--- src/rvIsaPkg.sv ---
package rvIsaPkg;

    localparam int XLEN     = 32;
    localparam int RegAddrW = 5;

    // instruction field widths
    localparam int OpcodeW = 7;
    localparam int Funct3W = 3;
    localparam int Funct7W = 7;

    // major opcodes, bits 6:0 of the instruction
    typedef enum logic [OpcodeW-1:0] {
        OpLui    = 7'b0110111,
        OpAuipc  = 7'b0010111,
        OpJal    = 7'b1101111,
        OpJalr   = 7'b1100111,
        OpBranch = 7'b1100011,
        OpImm    = 7'b0010011,
        OpReg    = 7'b0110011,
        OpLoad   = 7'b0000011, // not executed, decodes as illegal
        OpStore  = 7'b0100011  // not executed, decodes as illegal
    } opcodeT;

    typedef enum logic [Funct3W-1:0] {
        F3Beq  = 3'b000,
        F3Bne  = 3'b001,
        F3Blt  = 3'b100,
        F3Bge  = 3'b101,
        F3Bltu = 3'b110,
        F3Bgeu = 3'b111
    } f3BranchT;

    typedef enum logic [Funct3W-1:0] {
        F3Add  = 3'b000, // also sub
        F3Sll  = 3'b001,
        F3Slt  = 3'b010,
        F3Sltu = 3'b011,
        F3Xor  = 3'b100,
        F3Sr   = 3'b101, // srl and sra
        F3Or   = 3'b110,
        F3And  = 3'b111
    } f3AluT;

    localparam logic [Funct7W-1:0] Funct7Alt = 7'b0100000; // sub, sra

endpackage
--- src/coreTypesPkg.sv ---
package coreTypesPkg;

    import rvIsaPkg::*;

    typedef logic [XLEN-1:0]     wordT;
    typedef logic [RegAddrW-1:0] regAddrT;

    // byte distance between sequential instructions
    localparam wordT InstBytes = wordT'(4);

    typedef enum logic [3:0] {
        AluAdd,
        AluSub,
        AluSll,
        AluSlt,
        AluSltu,
        AluXor,
        AluSrl,
        AluSra,
        AluOr,
        AluAnd,
        AluPassB // lui
    } aluOpT;

    // one decoded instruction, consumed by execute, branch and retire
    typedef struct packed {
        regAddrT  rs1;
        regAddrT  rs2;
        regAddrT  rd;
        aluOpT    aluOp;
        logic     useImm;   // second operand is imm
        wordT     imm;      // I, U, J or B form by opcode
        logic     isBranch;
        logic     isJal;
        logic     isJalr;
        logic     isAuipc;
        logic     rdWen;
        logic     illegal;
        f3BranchT branchF3;
    } decodedT;

    // one retired instruction
    typedef struct packed {
        wordT    pc;
        wordT    nextPc;
        regAddrT rd;
        wordT    rdData;
        logic    rdWen;
        logic    halt;
    } retireT;

endpackage

--- src/rv32Core.sv ---
`timescale 1ns/1ps

module rv32Core import coreTypesPkg::*; #(
    parameter wordT ResetPc = '0
) (
    input  logic   clk,
    input  logic   rst,
    input  logic   instValid,
    input  wordT   instWord,
    output logic   instReady,
    output logic   retireValid,
    output retireT retire,
    input  logic   retireReady
);

    decodedT dec;
    wordT    rdataA;
    wordT    rdataB;
    wordT    rdData;
    wordT    nextPc;
    wordT    pc;
    logic    wen;
    regAddrT waddr;
    wordT    wdata;

    instDecode dec0 (
        .instWord (instWord),
        .dec      (dec)
    );

    regFile rf0 (
        .clk    (clk),
        .rst    (rst),
        .raddrA (dec.rs1),
        .raddrB (dec.rs2),
        .rdataA (rdataA),
        .rdataB (rdataB),
        .wen    (wen),
        .waddr  (waddr),
        .wdata  (wdata)
    );

    aluExecute alu0 (
        .dec    (dec),
        .pc     (pc),
        .opA    (rdataA),
        .opB    (rdataB),
        .rdData (rdData)
    );

    branchUnit bu0 (
        .dec    (dec),
        .pc     (pc),
        .opA    (rdataA),
        .opB    (rdataB),
        .nextPc (nextPc)
    );

    retireStage #(
        .ResetPc (ResetPc)
    ) rs0 (
        .clk         (clk),
        .rst         (rst),
        .instValid   (instValid),
        .instReady   (instReady),
        .dec         (dec),
        .rdData      (rdData),
        .nextPc      (nextPc),
        .pc          (pc),
        .wen         (wen),
        .waddr       (waddr),
        .wdata       (wdata),
        .retireValid (retireValid),
        .retireReady (retireReady),
        .retire      (retire)
    );

endmodule

--- src/retireStage.sv ---
`timescale 1ns/1ps

module retireStage import coreTypesPkg::*; #(
    parameter wordT ResetPc = '0
) (
    input  logic    clk,
    input  logic    rst,
    input  logic    instValid,
    output logic    instReady,
    input  decodedT dec,
    input  wordT    rdData,
    input  wordT    nextPc,
    output wordT    pc,
    output logic    wen,
    output regAddrT waddr,
    output wordT    wdata,
    output logic    retireValid,
    input  logic    retireReady,
    output retireT  retire
);

    logic halted;
    logic accept;

    // one record in flight, drain and refill in the same cycle
    assign instReady = !halted && (!retireValid || retireReady);
    assign accept    = instValid && instReady;

    assign wen   = accept && dec.rdWen;
    assign waddr = dec.rd;
    assign wdata = rdData;

    always_ff @(posedge clk) begin
        if (!rst) begin
            pc          <= ResetPc;
            halted      <= 1'b0;
            retireValid <= 1'b0;
        end else if (accept) begin
            pc          <= nextPc; // equals pc on illegal
            halted      <= dec.illegal;
            retireValid <= 1'b1;
        end else if (retireReady) begin
            retireValid <= 1'b0;
        end
    end

    always_ff @(posedge clk) begin
        if (accept) begin
            retire.pc     <= pc;
            retire.nextPc <= nextPc;
            retire.rd     <= dec.rd;
            retire.rdData <= rdData;
            retire.rdWen  <= dec.rdWen;
            retire.halt   <= dec.illegal;
        end
    end

    stallHoldsRecord: assert property (@(posedge clk) disable iff (!rst)
        retireValid && !retireReady |=> retireValid && $stable(retire));

    haltIsFinal: assert property (@(posedge clk) disable iff (!rst)
        halted |=> halted && $stable(pc) && !wen);

    // illegal word retires in place
    haltRecordSelfPc: assert property (@(posedge clk) disable iff (!rst)
        accept && dec.illegal |=> retire.halt && !retire.rdWen && retire.nextPc == retire.pc);

endmodule

--- src/branchUnit.sv ---
`timescale 1ns/1ps

module branchUnit import rvIsaPkg::*; import coreTypesPkg::*; (
    input  decodedT dec,
    input  wordT    pc,
    input  wordT    opA,
    input  wordT    opB,
    output wordT    nextPc
);

    logic taken;
    wordT jalrSum;

    always_comb begin
        case (dec.branchF3)
            F3Beq:   taken = opA == opB;
            F3Bne:   taken = opA != opB;
            F3Blt:   taken = $signed(opA) < $signed(opB);
            F3Bge:   taken = $signed(opA) >= $signed(opB);
            F3Bltu:  taken = opA < opB;
            F3Bgeu:  taken = opA >= opB;
            default: taken = 1'b0; // 010, 011 are illegal
        endcase
    end

    assign jalrSum = opA + dec.imm;

    always_comb begin
        if (dec.illegal) begin
            nextPc = pc; // halted, pc holds
        end else if (dec.isJal) begin
            nextPc = pc + dec.imm;
        end else if (dec.isJalr) begin
            nextPc = {jalrSum[XLEN-1:1], 1'b0};
        end else if (dec.isBranch && taken) begin
            nextPc = pc + dec.imm;
        end else begin
            nextPc = pc + InstBytes;
        end
    end

endmodule

--- src/aluExecute.sv ---
`timescale 1ns/1ps

module aluExecute import rvIsaPkg::*; import coreTypesPkg::*; (
    input  decodedT dec,
    input  wordT    pc,
    input  wordT    opA,
    input  wordT    opB,
    output wordT    rdData
);

    localparam int ShamtW = $clog2(XLEN);

    wordT              srcB;
    wordT              aluResult;
    logic [ShamtW-1:0] shamt;

    assign srcB  = dec.useImm ? dec.imm : opB; // imm or rs2
    assign shamt = srcB[ShamtW-1:0];

    always_comb begin
        case (dec.aluOp)
            AluAdd: begin
                aluResult = opA + srcB;
            end
            AluSub: begin
                aluResult = opA - srcB;
            end
            AluSll: begin
                aluResult = opA << shamt;
            end
            AluSlt: begin
                aluResult = wordT'($signed(opA) < $signed(srcB));
            end
            AluSltu: begin
                aluResult = wordT'(opA < srcB);
            end
            AluXor: begin
                aluResult = opA ^ srcB;
            end
            AluSrl: begin
                aluResult = opA >> shamt;
            end
            AluSra: begin
                aluResult = $signed(opA) >>> shamt; // sign fill
            end
            AluOr: begin
                aluResult = opA | srcB;
            end
            AluAnd: begin
                aluResult = opA & srcB;
            end
            AluPassB: begin
                aluResult = srcB; // lui
            end
            default: begin
                aluResult = '0;
            end
        endcase
    end

    // result by instruction kind
    always_comb begin
        if (dec.isAuipc) begin
            rdData = pc + dec.imm;
        end else if (dec.isJal || dec.isJalr) begin
            rdData = pc + InstBytes; // link address
        end else begin
            rdData = aluResult;
        end
    end

endmodule

--- src/regFile.sv ---
`timescale 1ns/1ps

module regFile import rvIsaPkg::*; import coreTypesPkg::*; (
    input  logic    clk,
    input  logic    rst,
    input  regAddrT raddrA,
    input  regAddrT raddrB,
    output wordT    rdataA,
    output wordT    rdataB,
    input  logic    wen,
    input  regAddrT waddr,
    input  wordT    wdata
);

    localparam int NumRegs = 2 ** RegAddrW;

    wordT regs [NumRegs];

    always_ff @(posedge clk) begin
        if (!rst) begin
            for (int i = 0; i < NumRegs; i++) begin
                regs[i] <= '0;
            end
        end else if (wen && waddr != '0) begin // x0 never written
            regs[waddr] <= wdata;
        end
    end

    assign rdataA = regs[raddrA];
    assign rdataB = regs[raddrB];

    // x0 must still be zero after any sequence of writes
    x0ReadsZeroA: assert property (@(posedge clk) disable iff (!rst)
        raddrA == '0 |-> rdataA == '0);
    x0ReadsZeroB: assert property (@(posedge clk) disable iff (!rst)
        raddrB == '0 |-> rdataB == '0);

endmodule

--- src/instDecode.sv ---
`timescale 1ns/1ps

module instDecode import rvIsaPkg::*; import coreTypesPkg::*; (
    input  wordT    instWord,
    output decodedT dec
);

    opcodeT             opcode;
    f3AluT              funct3;
    logic [Funct7W-1:0] funct7;
    wordT               immI;
    wordT               immU;
    wordT               immJ;
    wordT               immB;
    logic               f7Zero;
    logic               f7ZeroOrAlt;
    logic               writes;

    function automatic aluOpT aluOpOf(f3AluT f3, logic alt);
        aluOpT op;
        case (f3)
            F3Add:   op = alt ? AluSub : AluAdd;
            F3Sll:   op = AluSll;
            F3Slt:   op = AluSlt;
            F3Sltu:  op = AluSltu;
            F3Xor:   op = AluXor;
            F3Sr:    op = alt ? AluSra : AluSrl;
            F3Or:    op = AluOr;
            F3And:   op = AluAnd;
            default: op = AluAdd;
        endcase
        return op;
    endfunction

    assign opcode = opcodeT'(instWord[OpcodeW-1:0]);
    assign funct3 = f3AluT'(instWord[14:12]);
    assign funct7 = instWord[31:25];

    assign immI = {{20{instWord[31]}}, instWord[31:20]};
    assign immU = {instWord[31:12], 12'b0};
    assign immJ = {{12{instWord[31]}}, instWord[19:12], instWord[20], instWord[30:21], 1'b0};
    assign immB = {{20{instWord[31]}}, instWord[7], instWord[30:25], instWord[11:8], 1'b0};

    assign f7Zero      = funct7 == '0;
    assign f7ZeroOrAlt = f7Zero || funct7 == Funct7Alt;

    always_comb begin
        dec          = '0;
        writes       = 1'b0;
        dec.rs1      = instWord[19:15];
        dec.rs2      = instWord[24:20];
        dec.rd       = instWord[11:7];
        dec.branchF3 = f3BranchT'(instWord[14:12]);
        case (opcode)
            OpLui: begin
                writes     = 1'b1;
                dec.useImm = 1'b1;
                dec.imm    = immU;
                dec.aluOp  = AluPassB;
            end
            OpAuipc: begin
                writes      = 1'b1;
                dec.isAuipc = 1'b1;
                dec.imm     = immU;
            end
            OpJal: begin
                writes    = 1'b1;
                dec.isJal = 1'b1;
                dec.imm   = immJ;
            end
            OpJalr: begin
                writes      = 1'b1;
                dec.isJalr  = 1'b1;
                dec.imm     = immI;
                dec.illegal = instWord[14:12] != 3'b000;
            end
            OpBranch: begin
                dec.isBranch = 1'b1;
                dec.imm      = immB;
                dec.illegal  = instWord[14:13] == 2'b01; // funct3 010, 011
            end
            OpImm: begin
                writes     = 1'b1;
                dec.useImm = 1'b1;
                dec.imm    = immI;
                dec.aluOp  = aluOpOf(funct3, funct3 == F3Sr && funct7 == Funct7Alt);
                dec.illegal = (funct3 == F3Sll && !f7Zero)
                           || (funct3 == F3Sr && !f7ZeroOrAlt); // shamt upper field
            end
            OpReg: begin
                writes      = 1'b1;
                dec.aluOp   = aluOpOf(funct3, funct7 == Funct7Alt);
                dec.illegal = (funct3 == F3Add || funct3 == F3Sr) ? !f7ZeroOrAlt : !f7Zero;
            end
            OpLoad, OpStore: dec.illegal = 1'b1; // no data memory
            default:         dec.illegal = 1'b1; // unknown opcode
        endcase
        dec.rdWen = writes && !dec.illegal;
    end

endmodule

--- config.mk ---
export PLATFORM = sky130hd
export DESIGN_NAME = rv32Core
export DESIGN_NICKNAME = d
export VERILOG_FILES = /design/src/rvIsaPkg.sv /design/src/coreTypesPkg.sv /design/src/rv32Core.sv /design/src/retireStage.sv /design/src/branchUnit.sv /design/src/aluExecute.sv /design/src/regFile.sv /design/src/instDecode.sv
export SDC_FILE = /design/constraint.sdc
export NUM_CORES = 2
export LEC_CHECK = 0
export BUFFER_PORTS_ARGS = -buffer_cell sky130_fd_sc_hd__buf_2
export CAP_MARGIN = 20
export CORE_MARGIN = 10
export CORE_UTILIZATION = 61
export DETAILED_ROUTE_END_ITERATION = 16
export PLACE_DENSITY = 0.78
export REMOVE_ABC_BUFFERS = 1
export SETUP_SLACK_MARGIN = 0.05
export SKIP_LAST_GASP = 1
export SLEW_MARGIN = 0
export SYNTH_ARGS = -nofsm -noshare
export SYNTH_HDL_FRONTEND = slang
export SYNTH_HIERARCHICAL = 1
export SYNTH_SLANG_ARGS = --single-unit
export TNS_END_PERCENT = 10
--- constraint.sdc ---
create_clock -name clk -period 7 [get_ports clk]
set_input_delay 0.7 -clock clk [delete_from_list [all_inputs] [get_ports clk]]
set_output_delay 0.7 -clock clk [all_outputs]
set_load 0.02 [all_outputs]
=== Yosys cells after proc, flatten, opt, wreduce, memory -nomap -nowiden ===
Memory sizes are Yosys's and may differ from the RTL's.
Index checks and enable logic that the tools add are counted.

* Flip-flop bits (word level): 137
* Memory bits (writable): 1024
* Input bits: 36
* Output and inout bits: 105
* Logic and storage cells: 120
* Memories kept: 1

{| class="wikitable"
|+ Memories
! memory !! depth !! width !! rd ports !! clocked after memory_dff !! write ports !! line !! text
|-
| rf0.regs || 32 || 32 || 2 || 0 || 32 || regFile.sv:17 || <nowiki>wordT regs [NumRegs];</nowiki>
|}

* $add $sub $neg: 5
* $lt $le $gt $ge: 6
* Equality and inequality tests: 28
* Shift operators: 3
* Mux-type cells: 34
* Bitwise operators: 3
* Reductions and logical operators: 31

{| class="wikitable"
|+ Operators by type and width
! kind !! count
|-
| $pmux W32 S11 || 1
|-
| $mux W32 || 8
|-
| $lt A32 B32 Y1 || 4
|-
| $pmux W32 S4 || 1
|-
| $add A32 B32 Y32 || 3
|-
| $ge A32 B32 Y1 || 2
|-
| $pmux W4 S8 || 2
|-
| $add A32 B3 Y32 const B || 1
|-
| $and A32 B32 Y32 || 1
|-
| $eq A32 B32 Y1 || 1
|-
| $ne A32 B32 Y1 || 1
|-
| $or A32 B32 Y32 || 1
|-
| $reduce_or A32 Y1 || 1
|-
| $shl A32 B5 Y32 || 1
|-
| $shr A32 B5 Y32 || 1
|-
| $sshr A32 B5 Y32 || 1
|-
| $sub A32 B32 Y32 || 1
|-
| $xor A32 B32 Y32 || 1
|-
| $eq A7 B6 Y1 const B || 3
|-
| $eq A7 B7 Y1 const B || 3
|-
| $mux W1 || 18
|-
| $eq A4 B3 Y1 const B || 4
|-
| $eq A7 B5 Y1 const B || 2
|-
| $eq A3 B3 Y1 const B || 4
|-
| other kinds (22) || 44
|}

=== Longest topological paths before layout ===
* Word-level depth: 15
* Mapped depth: 28
* Depth with buffers taken out: 20

=== Hierarchy ===
The synthesis kept the hierarchy.

{| class="wikitable"
|+ By module, submodules not included
! module !! instances !! cells an instance !! area an instance (sq um) !! sequential area each (sq um)
|-
| regFile || 1 || 4609 || 55717.2 || 30749.5
|-
| aluExecute || 1 || 1815 || 12445.7 || 0.0
|-
| branchUnit || 1 || 832 || 5754.3 || 0.0
|-
| retireStage || 1 || 288 || 4774.6 || 3773.6
|-
| instDecode || 1 || 123 || 835.8 || 0.0
|}

=== Least setup slack after synthesis ===
No wires, ideal clock.

* Path type: input port to flip-flop
* Start: input port instWord[21]
* End: memory rf0/regs[11][20] (netlist name), data pin
* Library setup time: 0.255 ns
* Arrival time: 6.283 ns
* Data required time: 6.745 ns
* Path slack: 0.462 ns
* Stages: 28
* Buffers on the path: 12
* Cells stage by stage: buf_4 buf_2 buf_6 buf_2 buf_2 mux2i_1 nand2_1 nand3_1 nand3_1 mux2i_4 buf_4 buf_4 buf_2 buf_2 buf_1 ha_1 a211oi_1 o21ai_0 a21boi_0 o21ai_0 a21o_1 a211oi_1 nor2_1 a211o_1 a311o_1 buf_4 clkbuf_1 and2_1

{| class="wikitable"
|+ RTL lines
! item !! line !! text
|-
| start, declared || rv32Core.sv:9 || <nowiki>input wordT instWord,</nowiki>
|-
| end, declared || regFile.sv:17 ||
|}

==> impl_metrics.json <==
{
  "crit_path_start_kind": "input pin",
  "synth.distinct_cells": 118,
  "place_congestion": 1.15,
  "syn_avg_cell_area_um2": 10.4,
  "coreArea_mm2": 0.129,
  "mostFrequentLayoutCell": "mux2i_1",
  "worstMarginPinSlew_ns": 1.24,
  "start_util_pct": 61.4,
  "status": "complete, no violations",
  "worstSkewPairLatency_ns": 0.77,
  "antenna_found_initial": 15,
  "async_flop_share_pct": 0,
  "vias": 69400,
  "cts_max_level": 3,
  "place_inst": 9491,
  "synth_top_area_share_pct": 42.6,
  "numPortBuffers": 140,
  "maxCapViolCount": 0,
  "synth_area_leaders": "edfxtp_1 43%, mux2i_1 15%, and2_1 8.0%",
  "path_clk_slew_ns": 0.06,
  "whs_ns": 0.327,
  "cts_setup_buffers": 0,
  "tritoncts": "built",
  "peakVddDrop_mv": 0.258,
  "finalHoldViolCount": 0,
  "r2r-start": "rf0/regs[2][5]$_SDFFCE_PN0P_",
  "die_y_um": 381,
  "cts-root-buf": "clkbuf_16",
  "first_iter_violations": 10700,
  "period_share_pct": 96.5,
  "final_nets": 8148,
  "slew_viol_final": 0,
  "detail_route.wl_per_cell_um": 33.4,
  "ys_ff_latch": 1161,
  "rows": 132,
  "die_x_um": 381,
  "wl_um": 324000,
  "firstDrtPassIters": 9,
  "ant_nets": 0,
  "cts_made_buffers": 117,
  "hpwl_um": 227000,
  "utilization_pct": 69.0,
  "overflow": 0,
  "synthesis.instances": 7667,
  "relSlewSlack_pct": 17.0,
  "synth_edf_count": 1127,
  "power.leakage_nw": 36.9,
  "ioPinCount": 141,
  "rsz0062_at_grt": "false",
  "grt_usage_pct": 42.6,
  "cp_max_fo": 32,
  "holdCritStartpoint": "retireReady",
  "finalInstanceArea_mm2": 0.0893,
  "syn_to_final_growth_pct": 12.3,
  "yosysSeqAreaShare_pct": 43.4,
  "synthFlopType": "edfxtp_1",
  "cts_resized": 0,
  "setup.worst_path.end_class": "register",
  "place_area_mm2": 0.0854,
  "criticalPathCategory": "in -> reg",
  "cts_buffer_depth": 3,
  "max_clock_freq_mhz": 148,
  "crit_arrival_ns": 7.25,
  "fin_cells": 9724,
  "drive_gt1_share_pct": 14.2,
  "vias_per_cell": 7.14,
  "grt_first_pass_wirelength_um": 460000,
  "dieArea_mm2": 0.145,
  "cts_sinks": 1161,
  "synth.yosys.warnings": 6,
  "yosysTopAreaCell": "edfxtp_1",
  "cp.required_ns": 7.50,
  "drc": 0,
  "critPathLaunch": "instWord[22]",
  "netlist_area_mm2": 0.0795,
  "grt_pass1_vias": 66900,
  "skew_ns": 0.0405,
  "grt_max_degree": 67,
  "cts_hold_buffers": 0,
  "final_cell_mix": "1166 x mux2i_1, 1127 x edfxtp_1, 1014 x and2_1",
  "period_minus_slack_ns": 6.75,
  "hold_class": "in -> reg",
  "power_density_mw_per_mm2": 233,
  "setup_viol": 0
}
-- routing by layer --
layer,vias to the layer above,global-route usage (%),share of wire (%),wire [µm]
li1,28800,-,-,-
met5,-,0.958,0.086,280
met1,33500,52.2,35,112000
met3,1291,11.2,13,42300
met2,5873,66.4,45,144000
met4,16,27.6,7.8,25300
-- logic make-up after synthesis --
group                    Yosys count  share of synthesized area [%]
other                              1                        0.00472
AND/OR/NAND/NOR                 2452                           16.6
AO/OA/AOI/OAI                   1604                           13.7
XOR/XNOR                         139                           1.53
buffers and inverters            840                           4.88
flip-flops                      1161                           43.4
adder cells (fa/ha/maj)          238                           3.79
multiplexers                    1232                           16.1
-- registers in the layout (all words and copies together) (netlist names) --
name	cells
rs0/halted	1
rf0/regs	1024
rs0/pc	32
rs0/retireValid	1
rs0/retire	103
-- where the power goes --
group / switching (W) / internal (W)
Combinational: 0.00441 / 0.00211
Sequential: 0.000162 / 0.00794
Clock: 0.00281 / 0.00340
-- final timing paths --
path                                                       end  cells after the start  slack (ns)
worst min-delay path              rs0/retireValid$_SDFFE_PN0P_                      3        0.33
worst max register to register  rf0/regs[13][17]$_SDFFCE_PN0P_                     21        0.63
worst max-delay path            rf0/regs[13][17]$_SDFFCE_PN0P_                     22        0.25
worst min register to register         rs0/halted$_SDFFE_PN0P_                      1        0.60
-- per-stage QoR --
step | setup TNS [ns] | total power (W) | setup WS (ns)
floorplan | -9991.74 | 0.0112 | -7.00
global placement | -0.691 | 0.0143 | -0.0259
detailed placement | -1.38 | 0.0144 | -0.0630
CTS | 0 | 0.0205 | 0.648
global route | 0 | 0.0213 | 0.312
finish | 0 | 0.0208 | 0.248
-- layout make-up --
type | instances | area (µm²)
timing repair buffer | 735 | 6280
tap | 1742 | 2180
clock inverter | 72 | 637
antenna | 9 | 22.5
multi-input combinational | 5697 | 41900
clock buffer | 146 | 3100
sequential | 1161 | 34500
inverter | 162 | 608
fill | 9568 | 40200
-- cells in the mapped netlist (all sizes together) (25+ instances only) --
cell type / number
mux2i: 1171
edfxtp: 1127
and2: 1018
nand2: 501
a21oi: 453
clkbuf: 387
buf: 291
nand3: 272
nor2: 256
ha: 233
a22oi: 212
o21ai: 180
inv: 157
a22o: 142
nor3: 139
a31oi: 100
xnor2: 83
a21o: 73
xor2: 56
a211oi: 51
nand4: 43
o211ai: 43
o22ai: 42
nor2b: 41
dfxtp: 34
and3: 33
mux4: 33
nor4: 29
mux2: 28
nand2b: 28
or2: 28
o21bai: 25
-- worst max-delay path, cell delays in order --
cell       delay (ns)
buf_2            0.28
nor2b_4          0.31
buf_12           0.25
buf_4            0.20
a22o_1           0.17
nor3_1           0.08
a31oi_1          0.55
nand3_1          0.43
mux2i_4          0.41
ha_1             0.34
buf_4            0.18
nor2b_1          0.16
o2111ai_1        0.30
nand4_1          0.27
a41oi_1          0.21
o21bai_1         0.23
o22ai_1          0.10
o21ai_0          0.61
o2111ai_1        0.47
a221o_1          0.50
buf_12           0.21
and2_1           0.17
(Power assumes the default switching activity.)
